===== config.mk =====
export PLATFORM = sky130hd
export DESIGN_NAME = pong_core
export DESIGN_NICKNAME = d
export VERILOG_FILES = /design/src/verilog/pong_pkg.sv /design/src/verilog/game_controller.sv /design/src/verilog/paddle_tracker.sv /design/src/verilog/link_mailbox.sv /design/src/verilog/wb_game_regs.sv /design/src/verilog/pong_core.sv
export VERILOG_INCLUDE_DIRS = /design/src /design/src/verilog
export SDC_FILE = /design/constraint.sdc
export NUM_CORES = 1
export LEC_CHECK = 0
export BUFFER_PORTS_ARGS = -buffer_cell sky130_fd_sc_hd__buf_2
export CORE_UTILIZATION = 60
export DETAILED_ROUTE_END_ITERATION = 10
export PLACE_DENSITY = 0.85
export SLEW_MARGIN = 5
export SYNTH_ARGS = -nofsm -noshare
export SYNTH_HDL_FRONTEND = slang
export SYNTH_SLANG_ARGS = --single-unit

===== constraint.sdc =====
create_clock -name clk_25MHZ -period 43.2 [get_ports clk_25MHZ]
set_clock_uncertainty 0.1 [all_clocks]
set_input_delay 8.64 -clock clk_25MHZ [delete_from_list [all_inputs] [get_ports clk_25MHZ]]
set_output_delay 8.64 -clock clk_25MHZ [all_outputs]
set_load 0.05 [all_outputs]

===== src/verilog/pong_defs.svh =====
`ifndef PONG_DEFS_SVH
`define PONG_DEFS_SVH

// Display extents for the normal and upscaled modes
`define SCREEN_W_LO 320
`define SCREEN_W_HI 640
`define SCREEN_H_LO 240
`define SCREEN_H_HI 480

// Ball geometry and start values
`define BALL_SIZE 20
`define BALL_STEP 4
`define BALL_X0   100
`define BALL_Y0   80
`define BALL_VY0  (-3)

`define PADDLE_X 8
`define PADDLE_H 48

`define SPEED_BASE_DEF 270000 // Step period in clock cycles

// Wishbone word addresses
`define REG_CTRL   3'd0
`define REG_PADDLE 3'd1
`define REG_BALL   3'd2
`define REG_STATUS 3'd3
`define REG_FRAME  3'd4

`endif


===== src/verilog/pong_pkg.sv =====
package pong_pkg;

    typedef enum logic [1:0] {
        IDLE          = 2'd0,
        RUNNING_RIGHT = 2'd1,
        RUNNING_LEFT  = 2'd2,
        STOP          = 2'd3
    } game_state_t;

    typedef enum logic [1:0] {
        NONE  = 2'd0,
        BALL  = 2'd1,
        SCORE = 2'd2
    } frame_kind_t;

    typedef struct packed {
        logic [9:0] x;
        logic [9:0] y;
        logic       moving_left;
    } ball_pos_t;

    // Ball state handed over to the opposite board
    typedef struct packed {
        logic signed [7:0] vy;
        logic [1:0]        gravity_phase;
        logic [7:0]        safe_speed;
    } launch_t;

    typedef struct packed {
        frame_kind_t kind;
        launch_t     launch;
        logic [9:0]  exit_y;
        logic [1:0]  pad;
    } ball_frame_t;

    typedef struct packed {
        frame_kind_t kind;
        logic [7:0]  score;
        logic        game_over;
        logic [20:0] pad;
    } score_frame_t;

    // The kind tag sits at the top in both views
    typedef union packed {
        ball_frame_t  ball_frame;
        score_frame_t score_frame;
    } link_frame_t;

    typedef struct packed {
        logic        cyc;
        logic        stb;
        logic        we;
        logic [2:0]  adr;
        logic [31:0] dat;
        logic [3:0]  sel;
    } wb_req_t;

    typedef struct packed {
        logic        ack;
        logic [31:0] dat;
    } wb_rsp_t;

endpackage


===== src/verilog/game_controller.sv =====
`timescale 1ns/1ps
`include "pong_defs.svh"

module game_controller #(
    parameter int speed_base = `SPEED_BASE_DEF
) (
    input  logic                  clk_25MHZ,
    input  logic                  reset,
    input  logic                  upscale,
    input  logic                  collision_detected,
    input  logic [7:0]            estimated_speed,
    input  logic                  game_start,
    output pong_pkg::ball_pos_t   ball,
    output logic [7:0]            score,
    output logic                  game_over,
    output pong_pkg::launch_t     launch,
    output logic                  ball_leaving,
    output logic                  score_changed,
    output pong_pkg::game_state_t state
);

    localparam logic [19:0] base_period = 20'(speed_base);

    pong_pkg::game_state_t state_next;

    logic [9:0]        x_q, x_next;
    logic [9:0]        y_q, y_next;
    logic signed [7:0] vy_q, vy_next;
    logic [1:0]        phase_q, phase_next;
    logic [19:0]       step_cnt_q, step_cnt_next;
    logic [19:0]       period_q, period_next;
    logic [7:0]        safe_q, safe_next;
    logic [7:0]        score_next;
    logic              game_over_next;
    logic              leaving_next;
    logic              score_chg_next;

    logic [9:0]        y_max;
    logic [9:0]        x_limit;
    logic              step_due;
    logic [7:0]        speed_clamped;
    logic signed [7:0] vy_grav;
    logic signed [11:0] y_sum;
    logic [9:0]        y_step;
    logic signed [7:0] vy_step;

    always_ff @(posedge clk_25MHZ or posedge reset) begin
        if (reset) begin
            state         <= pong_pkg::IDLE;
            x_q           <= 10'(`BALL_X0);
            y_q           <= 10'(`BALL_Y0);
            vy_q          <= 8'(`BALL_VY0);
            phase_q       <= 2'd0;
            step_cnt_q    <= '0;
            period_q      <= base_period;
            safe_q        <= 8'd1;
            score         <= 8'd0;
            game_over     <= 1'b0;
            ball_leaving  <= 1'b0;
            score_changed <= 1'b0;
        end else begin
            state         <= state_next;
            x_q           <= x_next;
            y_q           <= y_next;
            vy_q          <= vy_next;
            phase_q       <= phase_next;
            step_cnt_q    <= step_cnt_next;
            period_q      <= period_next;
            safe_q        <= safe_next;
            score         <= score_next;
            game_over     <= game_over_next;
            ball_leaving  <= leaving_next;
            score_changed <= score_chg_next;
        end
    end

    // One motion step, used by both directions
    always_comb begin
        y_max    = upscale ? 10'(`SCREEN_H_HI - 1) : 10'(`SCREEN_H_LO - 1);
        x_limit  = upscale ? 10'(`SCREEN_W_HI - `BALL_SIZE) : 10'(`SCREEN_W_LO - `BALL_SIZE);
        step_due = step_cnt_q >= period_q;
        speed_clamped = (estimated_speed < 8'd2) ? 8'd2 : estimated_speed;

        vy_grav = (phase_q == 2'd3) ? vy_q + 8'sd1 : vy_q; // Gravity every fourth step
        y_sum   = $signed({2'b00, y_q}) + vy_q;
        if (y_sum >= $signed({2'b00, y_max})) begin
            y_step  = y_max;
            vy_step = -vy_grav;
        end else if (y_sum <= 12'sd0) begin
            y_step  = '0;
            vy_step = -vy_grav;
        end else begin
            y_step  = y_sum[9:0];
            vy_step = vy_grav;
        end
    end

    always_comb begin
        state_next     = state;
        x_next         = x_q;
        y_next         = y_q;
        vy_next        = vy_q;
        phase_next     = phase_q;
        step_cnt_next  = step_cnt_q;
        period_next    = period_q;
        safe_next      = safe_q;
        score_next     = score;
        game_over_next = game_over;
        leaving_next   = 1'b0;
        score_chg_next = 1'b0;

        case (state)
            pong_pkg::IDLE, pong_pkg::STOP: begin
                if (game_start) begin
                    state_next     = pong_pkg::RUNNING_LEFT;
                    x_next         = 10'(`BALL_X0);
                    y_next         = 10'(`BALL_Y0);
                    vy_next        = 8'(`BALL_VY0);
                    phase_next     = 2'd0;
                    step_cnt_next  = '0;
                    period_next    = base_period;
                    safe_next      = 8'd1;
                    score_next     = 8'd0;
                    game_over_next = 1'b0;
                end
            end

            pong_pkg::RUNNING_LEFT: begin
                if (collision_detected) begin
                    // Returned by the paddle, so the ball speeds up with the swing
                    state_next    = pong_pkg::RUNNING_RIGHT;
                    step_cnt_next = '0;
                    phase_next    = 2'd0;
                    safe_next     = speed_clamped;
                    period_next   = base_period / {12'd0, speed_clamped};
                end else if (x_q == 10'd0) begin
                    state_next     = pong_pkg::RUNNING_RIGHT;
                    score_next     = score + 8'd1;
                    score_chg_next = 1'b1;
                    step_cnt_next  = '0;
                    phase_next     = 2'd0;
                    period_next    = base_period;
                    safe_next      = 8'd1;
                end else if (step_due) begin
                    x_next        = x_q - 10'(`BALL_STEP);
                    y_next        = y_step;
                    vy_next       = vy_step;
                    phase_next    = phase_q + 2'd1;
                    step_cnt_next = '0;
                end else begin
                    step_cnt_next = step_cnt_q + 20'd1;
                end
            end

            pong_pkg::RUNNING_RIGHT: begin
                if (x_q >= x_limit) begin
                    state_next     = pong_pkg::STOP;
                    game_over_next = 1'b1;
                    leaving_next   = 1'b1; // Ball crosses to the other board
                end else if (step_due) begin
                    x_next        = x_q + 10'(`BALL_STEP);
                    y_next        = y_step;
                    vy_next       = vy_step;
                    phase_next    = phase_q + 2'd1;
                    step_cnt_next = '0;
                end else begin
                    step_cnt_next = step_cnt_q + 20'd1;
                end
            end

            default: state_next = pong_pkg::IDLE;
        endcase
    end

    assign ball   = '{x: x_q, y: y_q, moving_left: state == pong_pkg::RUNNING_LEFT};
    assign launch = '{vy: vy_q, gravity_phase: phase_q, safe_speed: safe_q};

endmodule


===== src/verilog/paddle_tracker.sv =====
`timescale 1ns/1ps
`include "pong_defs.svh"

module paddle_tracker (
    input  logic                clk_25MHZ,
    input  logic                reset,
    input  logic [9:0]          paddle_y,
    input  logic                paddle_update,
    input  pong_pkg::ball_pos_t ball,
    output logic [7:0]          estimated_speed,
    output logic                collision_detected
);

    logic [9:0]  prev_y;
    logic [9:0]  delta;
    logic [10:0] ball_bottom;
    logic [10:0] paddle_bottom;
    logic        near_paddle;
    logic        rows_overlap;

    always_comb begin
        delta = (paddle_y >= prev_y) ? paddle_y - prev_y : prev_y - paddle_y;

        // Spans are half open so touching edges do not count
        ball_bottom   = {1'b0, ball.y} + 11'(`BALL_SIZE);
        paddle_bottom = {1'b0, paddle_y} + 11'(`PADDLE_H);
        rows_overlap  = ({1'b0, paddle_y} < ball_bottom) && ({1'b0, ball.y} < paddle_bottom);
        near_paddle   = ball.moving_left && (ball.x <= 10'(`PADDLE_X + `BALL_SIZE));
    end

    always_ff @(posedge clk_25MHZ or posedge reset) begin
        if (reset) begin
            prev_y             <= '0;
            estimated_speed    <= 8'd0;
            collision_detected <= 1'b0;
        end else begin
            collision_detected <= near_paddle && rows_overlap;
            if (paddle_update) begin
                prev_y          <= paddle_y;
                estimated_speed <= (delta > 10'd255) ? 8'd255 : delta[7:0]; // Saturate
            end
        end
    end

endmodule


===== src/verilog/link_mailbox.sv =====
`timescale 1ns/1ps

module link_mailbox (
    input  logic                  clk_25MHZ,
    input  logic                  reset,
    input  pong_pkg::ball_pos_t   ball,
    input  logic [7:0]            score,
    input  logic                  game_over,
    input  pong_pkg::launch_t     launch,
    input  logic                  ball_leaving,
    input  logic                  score_changed,
    input  logic                  frame_read,
    output pong_pkg::link_frame_t frame,
    output logic                  frame_valid
);

    pong_pkg::link_frame_t frame_next;
    logic                  post;

    assign post = ball_leaving || score_changed;

    // A leaving ball wins over a score change in the same cycle
    always_comb begin
        frame_next = '0;
        if (ball_leaving) begin
            frame_next.ball_frame.kind   = pong_pkg::BALL;
            frame_next.ball_frame.launch = launch;
            frame_next.ball_frame.exit_y = ball.y;
        end else begin
            frame_next.score_frame.kind      = pong_pkg::SCORE;
            frame_next.score_frame.score     = score;
            frame_next.score_frame.game_over = game_over;
        end
    end

    always_ff @(posedge clk_25MHZ) begin
        if (post) begin
            frame <= frame_next; // Newest frame replaces an unread one
        end
    end

    always_ff @(posedge clk_25MHZ or posedge reset) begin
        if (reset) begin
            frame_valid <= 1'b0;
        end else if (post) begin
            frame_valid <= 1'b1;
        end else if (frame_read) begin
            frame_valid <= 1'b0;
        end
    end

endmodule


===== src/verilog/wb_game_regs.sv =====
`timescale 1ns/1ps
`include "pong_defs.svh"

module wb_game_regs (
    input  logic                  clk_25MHZ,
    input  logic                  reset,
    input  pong_pkg::wb_req_t     wb_req,
    output pong_pkg::wb_rsp_t     wb_rsp,
    output logic                  game_start,
    output logic                  upscale,
    output logic [9:0]            paddle_y,
    output logic                  paddle_update,
    output logic                  frame_read,
    input  pong_pkg::ball_pos_t   ball,
    input  logic [7:0]            score,
    input  logic                  game_over,
    input  pong_pkg::game_state_t state,
    input  pong_pkg::link_frame_t frame,
    input  logic                  frame_valid
);

    logic        ack_q;
    logic        served_q; // Strobe already answered and still held
    logic        access;
    logic        wr_en;
    logic [31:0] rd_data;

    assign access = wb_req.cyc && wb_req.stb && !ack_q && !served_q;
    assign wr_en  = access && wb_req.we;

    always_ff @(posedge clk_25MHZ or posedge reset) begin
        if (reset) begin
            ack_q         <= 1'b0;
            served_q      <= 1'b0;
            game_start    <= 1'b0;
            upscale       <= 1'b0;
            paddle_y      <= '0;
            paddle_update <= 1'b0;
        end else begin
            ack_q         <= access;
            served_q      <= wb_req.cyc && wb_req.stb && (ack_q || served_q);
            game_start    <= wr_en && (wb_req.adr == `REG_CTRL) && wb_req.sel[0] && wb_req.dat[0];
            paddle_update <= wr_en && (wb_req.adr == `REG_PADDLE);
            if (wr_en && (wb_req.adr == `REG_CTRL) && wb_req.sel[0]) begin
                upscale <= wb_req.dat[1];
            end
            if (wr_en && (wb_req.adr == `REG_PADDLE)) begin
                if (wb_req.sel[0]) paddle_y[7:0] <= wb_req.dat[7:0];
                if (wb_req.sel[1]) paddle_y[9:8] <= wb_req.dat[9:8];
            end
        end
    end

    always_comb begin
        case (wb_req.adr)
            `REG_CTRL:   rd_data = {30'd0, upscale, 1'b0};
            `REG_PADDLE: rd_data = {22'd0, paddle_y};
            `REG_BALL:   rd_data = {ball.moving_left, 5'd0, ball.y, 6'd0, ball.x};
            `REG_STATUS: rd_data = {20'd0, state, frame_valid, game_over, score};
            `REG_FRAME:  rd_data = frame_valid ? frame : 32'd0; // Kind NONE when empty
            default:     rd_data = 32'd0;
        endcase
    end

    // Reading the frame empties the mailbox at the end of the ack cycle
    assign frame_read = ack_q && !wb_req.we && (wb_req.adr == `REG_FRAME);

    assign wb_rsp.ack = ack_q;
    assign wb_rsp.dat = ack_q ? rd_data : 32'd0;

endmodule


===== src/verilog/pong_core.sv =====
`timescale 1ns/1ps
`include "pong_defs.svh"

module pong_core #(
    parameter int speed_base = `SPEED_BASE_DEF
) (
    input  logic              clk_25MHZ,
    input  logic              reset,
    input  pong_pkg::wb_req_t wb_req,
    output pong_pkg::wb_rsp_t wb_rsp
);

    pong_pkg::ball_pos_t   ball;
    pong_pkg::launch_t     launch;
    pong_pkg::game_state_t state;
    pong_pkg::link_frame_t frame;

    logic [7:0] score;
    logic       game_over;
    logic       ball_leaving;
    logic       score_changed;
    logic       frame_valid;
    logic       frame_read;
    logic       game_start;
    logic       upscale;
    logic [9:0] paddle_y;
    logic       paddle_update;
    logic [7:0] estimated_speed;
    logic       collision_detected;

    wb_game_regs u_regs (
        .clk_25MHZ, .reset, .wb_req, .wb_rsp,
        .game_start, .upscale, .paddle_y, .paddle_update, .frame_read,
        .ball, .score, .game_over, .state, .frame, .frame_valid
    );

    paddle_tracker u_tracker (
        .clk_25MHZ, .reset, .paddle_y, .paddle_update, .ball,
        .estimated_speed, .collision_detected
    );

    game_controller #(.speed_base(speed_base)) u_ctrl (
        .clk_25MHZ, .reset, .upscale, .collision_detected, .estimated_speed, .game_start,
        .ball, .score, .game_over, .launch, .ball_leaving, .score_changed, .state
    );

    link_mailbox u_mailbox (
        .clk_25MHZ, .reset, .ball, .score, .game_over, .launch,
        .ball_leaving, .score_changed, .frame_read, .frame, .frame_valid
    );

endmodule


; ---- Yosys cells after proc, flatten, opt, wreduce, memory -nomap -nowiden
; Cells that the tools add are included.
[totals]
out_inout_bits = 33
input_bits = 44
elab_cells = 172
reg_bits = 156
[op_classes]
add_sub_neg = 12
n_mux = 72
n_reduce_logical = 35
magnitude_cmp = 10
n_eq_ne = 17
div = 1
[op_table]
columns = operator, n
row1 = $mux 20, 8
row2 = $pmux 32 s5, 1
row3 = $mux 10, 15
row4 = $mux 8, 16
row5 = $mux 32, 2
row6 = $pmux 10 s3, 2
row7 = $pmux 20 s3, 1
row8 = $pmux 20 s2, 1
row9 = $pmux 8 s2, 2
row10 = $pmux 8 s3, 1
row11 = $lt 10x11->1, 2
row12 = $add 20x1->20 const B, 1
row13 = $div 19x8->20 const A, 1
row14 = $ge 10x10->1, 2
row15 = $ge 20x20->1, 1
row16 = $sub 10x10->10, 2
row17 = $mux 2, 9
row18 = $logic_and 1x1->1, 14
row19 = $add 11x8->12, 1
row20 = $ge 12x11->1, 1
row21 = $le 12x1->1 const B, 1
row22 = $pmux 2 s3, 2
row23 = $add 10x5->11 const B, 1
row24 = $add 10x6->11 const B, 1
row25 = other kinds (32), 59

; ---- Logic depth before layout (Yosys ltp)
; Gate-level depths: netlist of the first run.
[logic_depth]
word_depth = 9
depth_mapped = 199
depth_no_buf = 185

; ---- Hierarchy
; From an unflattened synthesis of the first run, not the netlist that was laid out.
[hier_totals]
cells_unflattened = 2443
area_unflattened_um2 = 19931.6
[modules_own_cells]
columns = module, area_each_um2, seq_area_each_um2, instances, cells_per_inst
row1 = game_controller, 15023.2, 2253.4, 1, 1980
row2 = paddle_tracker, 2353.5, 475.5, 1, 266
row3 = wb_game_regs, 1303.8, 375.4, 1, 127
row4 = link_mailbox, 1251.2, 925.9, 1, 70

; ---- Worst setup path after synthesis of the first run
; Ideal clock, no wire load.
[synth_path]
path_kind = reg-to-reg
startpoint = register u_tracker.estimated_speed[2]
endpoint = register u_ctrl.period_q[0]
stages_incl_launch_ff = 192
required_time_ps = 42975
arrival_time_ps = 36626
path_buffers = 15
setup_time_ps = 125
synth_period_minus_slack_ps = 36851
path_slack_ps = 6349
cell_sequence = dfrtp_1 > clkbuf_1 > nor2_1 > a21oi_1 > ha_1 > nand4bb_1 > o2111ai_1 > nand2b_1 > ha_1 > o21ai_0 > nor2b_1 > nor4_1 > or2_2 > ha_1 > or2_2 > or3_4 > a211o_1 > o211ai_1 > [... 156 more ...] > nand2b_1 > a21o_1 > a21o_1 > o21bai_1 > nor4_1 > nor3b_4 > nand2_4 > mux2_4 > ha_1 > a21oi_1 > nor2b_1 > o21ai_0 > o211ai_1 > a211oi_1 > o211ai_1 > a221oi_1 > o211a_1 > a21oi_1
[synth_via]
elab_chain_len = 5
[synth_rtl]
columns = element, line_no
row1 = "start, declared", paddle_tracker.sv:10  ; output logic [7:0] estimated_speed,
row2 = "start signal, assigned", paddle_tracker.sv:40  ; estimated_speed <= (delta > 10'd255) ? 8'd255 : delta[7:0];
row3 = $lt 8x2->1, game_controller.sv:82  ; speed_clamped = (estimated_speed < 8'd2) ? 8'd2 : estimated_speed;
row4 = $mux 8 *, game_controller.sv:82
row5 = $div 19x8->20 *, game_controller.sv:135  ; period_next = base_period / {12'd0, speed_clamped};
row6 = $mux 20 *, game_controller.sv:129  ; if (collision_detected) begin
row7 = $pmux 20 s2 *, game_controller.sv:112  ; case (state)
row8 = "end signal, assigned", game_controller.sv:55  ; period_q <= base_period;
row9 = "end signal, assigned", game_controller.sv:68  ; period_q <= period_next;
row10 = "end, declared", game_controller.sv:31  ; logic [19:0] period_q, period_next;
; Mark *: on every way between the ends. The rest lies on a longest branch, timed or not.
; A chain may end at the register's enable or synchronous reset.

; ---- Worst setup path in the final report of the first run
; Same ends and word-level chain as after synthesis.

==> impl_metrics.json, run 1 <==
{
  "result_of_the_run": "complete, no violations",
  "total_die_area_sq_mm": 0.0317,
  "final_nets": 2604,
  "number_of_buffer_and_inverter_instances_along_the_worst_setup_path": 5,
  "combined_flip_flop_and_latch_cell_area_sq_mm": 0.00403,
  "yosysTopAreaCellShare_pct": 13.8,
  "crit_top_cell": "a21oi_1",
  "synth_seq_area_share_pct": 21.7,
  "preCtsSetupSlack_ns": 2.19,
  "rows": 64,
  "start_util_pct": 60.9,
  "ios": 77,
  "worst-endpoint-required_ns": 43.42,
  "first_iter_violations": 1624,
  "holdCritStartpoint": "u_regs.served_q",
  "areaGrowthSynthToFinish_pct": 6.66,
  "post-route-drc-count": 0,
  "post_synth_main_area_contributors": "dfrtp_1 (14%), ha_1 (13%), a21oi_1 (5.1%)",
  "cts-buffers-inserted": 17,
  "final_antenna_net_count": 0,
  "timing.rr.start": "u_tracker.estimated_speed[2]",
  "post-dp-hpwl_um": 37100,
  "die_x_um": 178,
  "gp_routability_congestion": 0.926,
  "cts_root_buf": "clkbuf_16",
  "finalHoldWorstSlack_ns": 0.360,
  "antenna_found_initial": 0,
  "dr_total_vias": 18200,
  "critical_path.max_fanout": 18,
  "postSynth.asyncResetShare_pct": 80.5,
  "final_hold_viol_count": 0,
  "count_of_flip_flops_with_a_built_in_enable_after_synthesis": 30,
  "core_region_area_sq_mm": 0.0306,
  "clkTransAtPathRegs_ns": 0.07,
  "netlist-cell-type-count": 108,
  "fmax_mhz": 25.1,
  "drt-vias-per-instance": 6.57,
  "final_max_slew_viol_count": 0,
  "cts_max_level": 4,
  "grt_setup_unrepaired": "no",
  "final_common_cell": "nor2_1",
  "num_antenna_cells": 0,
  "portBuffers": 52,
  "hold-path-cell-count": 1,
  "fillers": 2515,
  "cp_slowest_cell": "a221o_1",
  "globalRouteTotalUtil_pct": 31.7,
  "clock_latency_ns": 0.44,
  "timing.critical_path.max_delay_family": "compound AO/OA/AOI/OAI gates",
  "cap_viol_max_count": 0,
  "reg_to_reg_slack_setup_ns": 3.36,
  "timing.hold.worst.class": "reg2reg",
  "holdPathEnd": "u_regs.ack_q",
  "synth_fp_nets": 2592,
  "ys_ff_latch": 154,
  "setup_tns_ns": 0,
  "max-clock-path-buffers": 2,
  "clock-sinks": 154,
  "ctsResizeCount": 0,
  "worst_r2r_path_depth": 179,
  "slew_headroom_pct": 24.2,
  "synth_area_leader_cell": "dfrtp_1",
  "worst_slew_pin_slew_ns": 1.14,
  "routed_length_per_placed_instance_um": 18.2,
  "syn-mean-instance-area_sq_um": 7.94,
  "final.setup.worst_slack_ns": 3.36,
  "dominantRegCellSynth": "dfrtp_1",
  "maximum_number_of_pins_on_one_net_before_global_route_repair": 71,
  "setup.worst_path.start_class": "register",
  "die-height_um": 178,
  "detailedRoute.firstPassIterationCount": 7,
  "synthesis.area_sq_mm": 0.0186,
  "most_frequent_cells_in_the_layout": "nor2_1 (243), ha_1 (199), a21oi_1 (188)",
  "grt_pass1_wl_um": 83000,
  "first_global_vias": 17300,
  "synth_warnings": 0,
  "cpPeakStageDelay_ns": 0.54,
  "stdcell_area_sq_mm": 0.0199,
  "drive_above_1_share_pct": 10.5,
  "grt_overflow_total": 0,
  "min_tclk_post_route_ns": 39.84,
  "critical_path_arrival_ns": 40.06,
  "cts-hold-fix-buffers": 0,
  "crit_path_end_kind": "register",
  "setup_viol": 0,
  "criticalPathCategory": "reg2reg",
  "multi_input_area_sq_mm": 0.0139,
  "routed_wl_um": 50400,
  "clock_tree_from_tritoncts": "built",
  "syn_inst": 2345,
  "reg2reg_to": "u_ctrl.period_q[0]",
  "detailed_place.area_sq_mm": 0.0192,
  "number_of_setup_buffers_added_after_cts": 0,
  "final_min_period_over_clock_period_pct": 92.2
}
through the flow:
stage	instances	util, %
after floorplan	2345	-
after CTS	2765	64.7
after global placement	2733	62.7
after global routing	2766	64.9
final	2766	64.9
after detailed placement	2733	62.7
cells in the mapped netlist, drive strengths merged, types with 6 or more instances:
cell / number
nor2: 246
ha: 199
a21oi: 191
nand2: 178
o21ai: 173
inv: 114
dfrtp: 103
xnor2: 86
nor3: 72
clkbuf: 60
xor2: 59
mux2: 57
nand2b: 52
a21o: 50
nand3: 46
o21a: 46
and2: 44
nor2b: 40
mux2i: 31
a22oi: 30
edfxtp: 30
nand4: 28
a211oi: 27
a31oi: 27
o211ai: 24
o31ai: 24
o22ai: 23
dfstp: 21
and3: 19
or2: 18
nor4: 17
buf: 16
o21bai: 15
or3: 15
a21boi: 13
a221oi: 11
or4: 11
o2111ai: 10
a2111oi: 9
o211a: 8
a211o: 6
layout make-up:
| cell class | instances | area share (%) |
|---|---|---|
| Timing Repair inverter | 1 | 0.0252 |
| Clock buffer | 17 | 2.14 |
| Multi-Input combinational cell | 2001 | 70.1 |
| Inverter | 114 | 2.19 |
| Sequential cell | 154 | 20.3 |
| Clock inverter | 15 | 0.863 |
| Tap cell | 396 | 2.50 |
| Timing Repair Buffer | 68 | 1.92 |
kinds of logic (layout without fill, tap and decap cells):
logic type	count (synthesis)	in the layout	synth area share [%]
muxes	88	88	5.22
DFF	154	154	21.7
buffers and inverters	190	215	3.99
other	2	2	0.0403
xor gates and xnor gates	146	146	6.94
and+or+nand+nor	817	817	22.1
adders and majority gates	203	203	13.8
AOI/OAI and AO/OA	745	745	26.2
registers in the layout (all words and copies together), names as in the netlist, 2 cells and up:
| name | count |
|---|---|
| u_ctrl.period_q | 20 |
| u_ctrl.phase_q | 2 |
| u_ctrl.safe_q | 8 |
| u_ctrl.score | 8 |
| u_ctrl.state | 2 |
| u_ctrl.step_cnt_q | 20 |
| u_ctrl.vy_q | 8 |
| u_ctrl.x_q | 8 |
| u_ctrl.y_q | 10 |
| u_mailbox.frame | 30 |
| u_regs.paddle_y | 10 |
| u_tracker.estimated_speed | 8 |
| u_tracker.prev_y | 10 |
worst max-delay path by stage:
stage	slack, ns	endpoint	depth (start not counted)	startpoint
after floorplan	6.35	u_ctrl.period_q[0]	191	u_tracker.estimated_speed[2]
after global placement	3.06	u_ctrl.period_q[0]	175	u_tracker.estimated_speed[2]
after detailed placement	2.19	u_ctrl.period_q[0]	176	u_tracker.estimated_speed[2]
after CTS	2.05	u_ctrl.period_q[0]	176	u_tracker.estimated_speed[2]
after global routing	0.11	u_ctrl.period_q[0]	184	u_tracker.estimated_speed[4]
final	3.36	u_ctrl.period_q[0]	179	u_tracker.estimated_speed[2]
metal layers:
| metal | up-vias | routed length, um | GRT usage [%] |
|---|---|---|---|
| li1 | 8666 | - | - |
| met1 | 8641 | 21300 | 39.8 |
| met2 | 716 | 24400 | 55.9 |
| met3 | 154 | 2830 | 2.73 |
| met4 | 0 | 1770 | 12.9 |
| met5 | - | 0 | 0 |
Power of run 1 is left out: the tool's default activity adds up to more than one toggle a clock period on the data nets, which glitch-free logic cannot reach.
==> run 2, diff against run 1 <==
--- a/config.mk
+++ b/config.mk
@@ -7,9 +7,9 @@
 export NUM_CORES = 1
 export LEC_CHECK = 0
 export BUFFER_PORTS_ARGS = -buffer_cell sky130_fd_sc_hd__buf_2
-export CORE_UTILIZATION = 60
+export CORE_UTILIZATION = 32
 export DETAILED_ROUTE_END_ITERATION = 10
-export PLACE_DENSITY = 0.85
+export PLACE_DENSITY = 0.54
 export SLEW_MARGIN = 5
 export SYNTH_ARGS = -nofsm -noshare
 export SYNTH_HDL_FRONTEND = slang
==> run 2 against run 1 <==
Final cell count is 14% higher. Worst setup slack improved by 0.15 ns. Non-clock buffer count is 18 higher. Sequential share of layout area is 0.57 points lower. Worst hold slack worse by 0.0043 ns. Core utilization shrank 29 points. Wire length rose by 7.5%. Sequential cell count stayed put. Design area is 2.9% higher. First-iteration DRC count shrank 38%. Critical path type unchanged.
==> impl_metrics.json, run 2 (same netlist as run 1, synthesis figures left out) <==
{
  "result_of_the_run": "complete, no violations",
  "critical_path_arrival_ns": 39.89,
  "core_region_area_sq_mm": 0.0576,
  "start_util_pct": 32.3,
  "cts-buffers-inserted": 17,
  "number_of_buffer_and_inverter_instances_along_the_worst_setup_path": 5,
  "detailedRoute.firstPassIterationCount": 9,
  "worst-endpoint-required_ns": 43.40,
  "num_antenna_cells": 0,
  "drt-vias-per-instance": 5.52,
  "portBuffers": 52,
  "first_global_vias": 17000,
  "max-clock-path-buffers": 2,
  "regMostFlops": "u_mailbox.frame",
  "setup.worst_path.start_class": "register",
  "final_max_slew_viol_count": 0,
  "critical_path.max_fanout": 18,
  "hold-path-cell-count": 1,
  "setup_tns_ns": 0,
  "routed_wl_um": 54100,
  "dr_total_vias": 17400,
  "cts-hold-fix-buffers": 0,
  "cp_slowest_cell": "or3_1",
  "ios": 77,
  "gp_routability_congestion": 0.882,
  "cap_viol_max_count": 0,
  "timing.hold.worst.class": "reg2reg",
  "post-dp-hpwl_um": 41000,
  "die-height_um": 243,
  "grt_pass1_wl_um": 88500,
  "final_common_cell": "nor2_1",
  "antenna_found_initial": 0,
  "crit_top_cell": "a21oi_1",
  "worst_slew_pin_slew_ns": 1.14,
  "clock-sinks": 154,
  "clkTransAtPathRegs_ns": 0.07,
  "cp_num_cells": 176,
  "final_hold_viol_count": 0,
  "fillers": 5971,
  "preCtsSetupSlack_ns": 1.85,
  "number_of_cells_in_the_finished_layout_apart_from_fillers": 3153,
  "first_iter_violations": 1001,
  "finalHoldWorstSlack_ns": 0.356,
  "maximum_number_of_pins_on_one_net_before_global_route_repair": 65,
  "cts_root_buf": "clkbuf_16",
  "worst_r2r_path_depth": 176,
  "drive_above_1_share_pct": 11.4,
  "layout_top_registers": "u_mailbox.frame: 30 flops, u_ctrl.period_q: 20 flops, u_ctrl.step_cnt_q: 20 flops",
  "final_antenna_net_count": 0,
  "most_frequent_cells_in_the_layout": "nor2_1 (242), ha_1 (199), a21oi_1 (186)",
  "total_die_area_sq_mm": 0.0591,
  "crit_path_end_kind": "register",
  "setup_viol": 0,
  "areaGrowthSynthToFinish_pct": 9.75,
  "grt_overflow_total": 0,
  "criticalPathCategory": "reg2reg",
  "rows": 88,
  "number_of_flip_flops_under_the_largest_register_name": 30,
  "min_tclk_post_route_ns": 39.69,
  "final_min_period_over_clock_period_pct": 91.9,
  "placed_cells": 3111,
  "clock_tree_from_tritoncts": "built",
  "grt_setup_unrepaired": "no",
  "final_nets": 2622,
  "cpPeakStageDelay_ns": 0.53,
  "clock_latency_ns": 0.44,
  "cts_max_level": 4,
  "globalRouteTotalUtil_pct": 18.1,
  "routed_length_per_placed_instance_um": 17.2,
  "final.setup.worst_slack_ns": 3.51,
  "slew_headroom_pct": 23.8,
  "die_x_um": 243,
  "fmax_mhz": 25.2,
  "post-route-drc-count": 0,
  "timing.critical_path.max_delay_family": "compound AO/OA/AOI/OAI gates"
}
## run 2: cell types whose count changed in the layout (fill, tap and decap cells not counted), moves of 2 or more
cell	delta
a21oi_1	-2
a21oi_2	+2
buf_4	+18
bufinv_16	-3
clkinv_1	-2
clkinv_2	-2
clkinv_4	+2
inv_4	+3
inv_8	+3
mux2i_1	-2
mux2i_2	+2
## run 2: final timing paths
path,start,to,slack (ns)
worst max-delay path,u_tracker.estimated_speed[4],u_ctrl.period_q[0],3.51
worst min-delay path,u_regs.served_q,u_regs.ack_q,0.36
worst max register to register,u_tracker.estimated_speed[4],u_ctrl.period_q[0],3.51
worst min register to register,u_regs.served_q,u_regs.ack_q,0.36
max in group asynchronous,reset,u_tracker.estimated_speed[2],33.39
min in group asynchronous,reset,u_regs.paddle_update,8.27
## run 2: layout make-up
class	count	area, sq um	share of cell area (%)
Clock buffer	17	425	2.08
Clock inverter	15	135	0.661
Inverter	114	438	2.14
Multi-Input combinational cell	2001	13900	68.1
Sequential cell	154	4030	19.7
Tap cell	765	957	4.69
Timing Repair Buffer	86	515	2.52
Timing Repair inverter	1	5.00	0.0245
## run 2: stage by stage
stage / utilization, % / cell area (sq um)
floorplan: - / 18600
CTS: 35.2 / 20300
detailed placement: 34.3 / 19700
global placement: 34.3 / 19700
finish: 35.5 / 20400
global route: 35.5 / 20400
## run 2: metal layers
metal	GRT usage (%)	vias to the layer above	share of wire [%]
li1	-	8713	-
met1	24.0	8335	48
met2	31.6	306	48
met3	1.58	45	2.9
met4	3.64	0	1.2
met5	0	-	0
## run 2: timing repair
item	in CTS	in global routing
endpoints found under the setup margin	0	2
buffers inserted	0	9
gates resized for setup	0	16
hold endpoints to repair	0	0
## run 2: worst reg2reg max path: cells and delay by family (launching register included)
family	cells	cell delay, ns
flip-flops	1	0.42
buffers and inverters	5	1.00
AO/OA/AOI/OAI	96	19.86
AND/OR/NAND/NOR	49	9.89
multiplexers	8	2.74
adder cells (fa/ha/maj)	18	5.54
Power of run 2 is left out for the same reason.
==> run 3, diff against run 2 <==
--- a/config.mk
+++ b/config.mk
@@ -7,6 +7,7 @@
 export NUM_CORES = 1
 export LEC_CHECK = 0
 export BUFFER_PORTS_ARGS = -buffer_cell sky130_fd_sc_hd__buf_2
+export CORE_MARGIN = 3
 export CORE_UTILIZATION = 32
 export DETAILED_ROUTE_END_ITERATION = 10
 export PLACE_DENSITY = 0.54
==> run 3 against run 2 <==
Maximum frequency grew 0.20%. Sequential cell count is the same. Register-to-register slack gained 0.08 ns. Highest routed layer unchanged.
==> impl_metrics.json, run 3 (same netlist as run 1, synthesis figures left out) <==
{
  "final.setup.worst_slack_ns": 3.59,
  "post-dp-hpwl_um": 40700,
  "max-clock-path-buffers": 2,
  "final_max_slew_viol_count": 0,
  "drt-vias-per-instance": 5.55,
  "reg2reg_to": "u_ctrl.period_q[0]",
  "maximum_number_of_pins_on_one_net_before_global_route_repair": 78,
  "cpPeakStageDelay_ns": 0.50,
  "slew_headroom_pct": 23.9,
  "worst-endpoint-required_ns": 43.41,
  "ios": 77,
  "first_iter_violations": 1094,
  "timing.critical_path.max_delay_family": "compound AO/OA/AOI/OAI gates",
  "drive_above_1_share_pct": 11.3,
  "final_antenna_net_count": 0,
  "min_tclk_post_route_ns": 39.61,
  "core_region_area_sq_mm": 0.0569,
  "detailedRoute.firstPassIterationCount": 5,
  "setup_viol": 0,
  "number_of_buffer_and_inverter_instances_along_the_worst_setup_path": 6,
  "die-height_um": 247,
  "final_nets": 2614,
  "routed_length_per_placed_instance_um": 17.2,
  "placed_cells": 3094,
  "timing.rr.start": "u_tracker.estimated_speed[5]",
  "final_common_cell": "nor2_1",
  "portBuffers": 52,
  "routed_wl_um": 54000,
  "antenna_found_initial": 0,
  "clock_tree_from_tritoncts": "built",
  "final_min_period_over_clock_period_pct": 91.7,
  "result_of_the_run": "complete, no violations",
  "crit_path_end_kind": "register",
  "regMostFlops": "u_mailbox.frame",
  "post-route-drc-count": 0,
  "most_frequent_cells_in_the_layout": "nor2_1 (243), ha_1 (199), a21oi_1 (186)",
  "cts_root_buf": "clkbuf_16",
  "areaGrowthSynthToFinish_pct": 9.73,
  "number_of_flip_flops_under_the_largest_register_name": 30,
  "dr_total_vias": 17400,
  "grt_pass1_wl_um": 88700,
  "clkTransAtPathRegs_ns": 0.07,
  "layout_top_registers": "u_mailbox.frame: 30 flops, u_ctrl.period_q: 20 flops, u_ctrl.step_cnt_q: 20 flops",
  "crit_top_cell": "a21oi_1",
  "timing.hold.worst.class": "reg2reg",
  "worst_r2r_path_depth": 180,
  "num_antenna_cells": 0,
  "clock_latency_ns": 0.44,
  "clock-sinks": 154,
  "post-route-util_pct": 35.9,
  "die_x_um": 247,
  "critical_path_arrival_ns": 39.82,
  "cap_viol_max_count": 0,
  "setup.worst_path.start_class": "register",
  "grt_overflow_total": 0,
  "holdPathEnd": "u_regs.ack_q",
  "total_die_area_sq_mm": 0.0611,
  "cts-buffers-inserted": 17,
  "criticalPathCategory": "reg2reg",
  "reg_to_reg_slack_setup_ns": 3.59,
  "first_global_vias": 17100,
  "hold-path-cell-count": 1,
  "critical_path.max_fanout": 18,
  "gp_routability_congestion": 0.860,
  "worst_setup_path_startpoint": "u_tracker.estimated_speed[5]",
  "cp_slowest_cell": "or4_1",
  "worst_slew_pin_slew_ns": 1.14,
  "final_hold_viol_count": 0,
  "globalRouteTotalUtil_pct": 17.5,
  "cts-hold-fix-buffers": 0,
  "cts_max_level": 4,
  "start_util_pct": 32.7,
  "preCtsSetupSlack_ns": 0.992,
  "number_of_cells_in_the_finished_layout_apart_from_fillers": 3136,
  "holdCritStartpoint": "u_regs.served_q",
  "fmax_mhz": 25.2,
  "rows": 87
}
-- run 3: what timing repair did --
| item | in CTS | in global routing |
|---|---|---|
| gates resized for setup | 0 | 19 |
| endpoints found under the setup margin | 0 | 2 |
| buffers inserted | 0 | 9 |
-- run 3: worst reg2reg max path, delay by kind of cell, from the launching register on --
kind | cells | cell delay, ns
buf+inv | 6 | 1.22
mux | 7 | 2.39
compound gates | 97 | 19.88
fa+ha+maj | 18 | 5.51
flops | 1 | 0.43
simple gates | 52 | 9.94
-- run 3: routing by layer --
| layer | part of all wire, % | vias to the layer above | GRT usage, % |
|---|---|---|---|
| li1 | - | 8681 | - |
| met1 | 48 | 8391 | 23.0 |
| met2 | 48 | 299 | 31.2 |
| met3 | 2.8 | 46 | 1.41 |
| met4 | 1.6 | 0 | 3.91 |
| met5 | 0 | - | 0 |
-- run 3: final cells by class --
class / count / area (sq um)
Fill cell: 5813 / 36500
Clock inverter: 13 / 141
Tap cell: 756 / 946
Sequential cell: 154 / 4030
Inverter: 114 / 438
Clock buffer: 19 / 475
Timing Repair inverter: 1 / 5.00
Timing Repair Buffer: 78 / 455
Multi-Input combinational cell: 2001 / 13900
-- run 3: through the flow --
step	hold slack, ns	TNS (ns)	area (sq um)
after global routing	0.392	-0.00875	20400
after detailed placement	0.355	0	19700
after global placement	0.335	0	19700
after CTS	0.365	0	20300
after floorplan	0.315	0	18600
final	0.357	0	20400
-- run 3: worst max-delay path by stage --
stage	cells after the start	end	slack, ns
2_1_floorplan	191	u_ctrl.period_q[0]	6.35
3_3_place_gp	176	u_ctrl.period_q[0]	1.64
3_5_place_dp	176	u_ctrl.period_q[0]	0.99
4_1_cts	176	u_ctrl.period_q[0]	0.82
5_1_grt	182	u_ctrl.period_q[0]	-0.009
6_report	180	u_ctrl.period_q[0]	3.59
Power of run 3 is left out for the same reason.
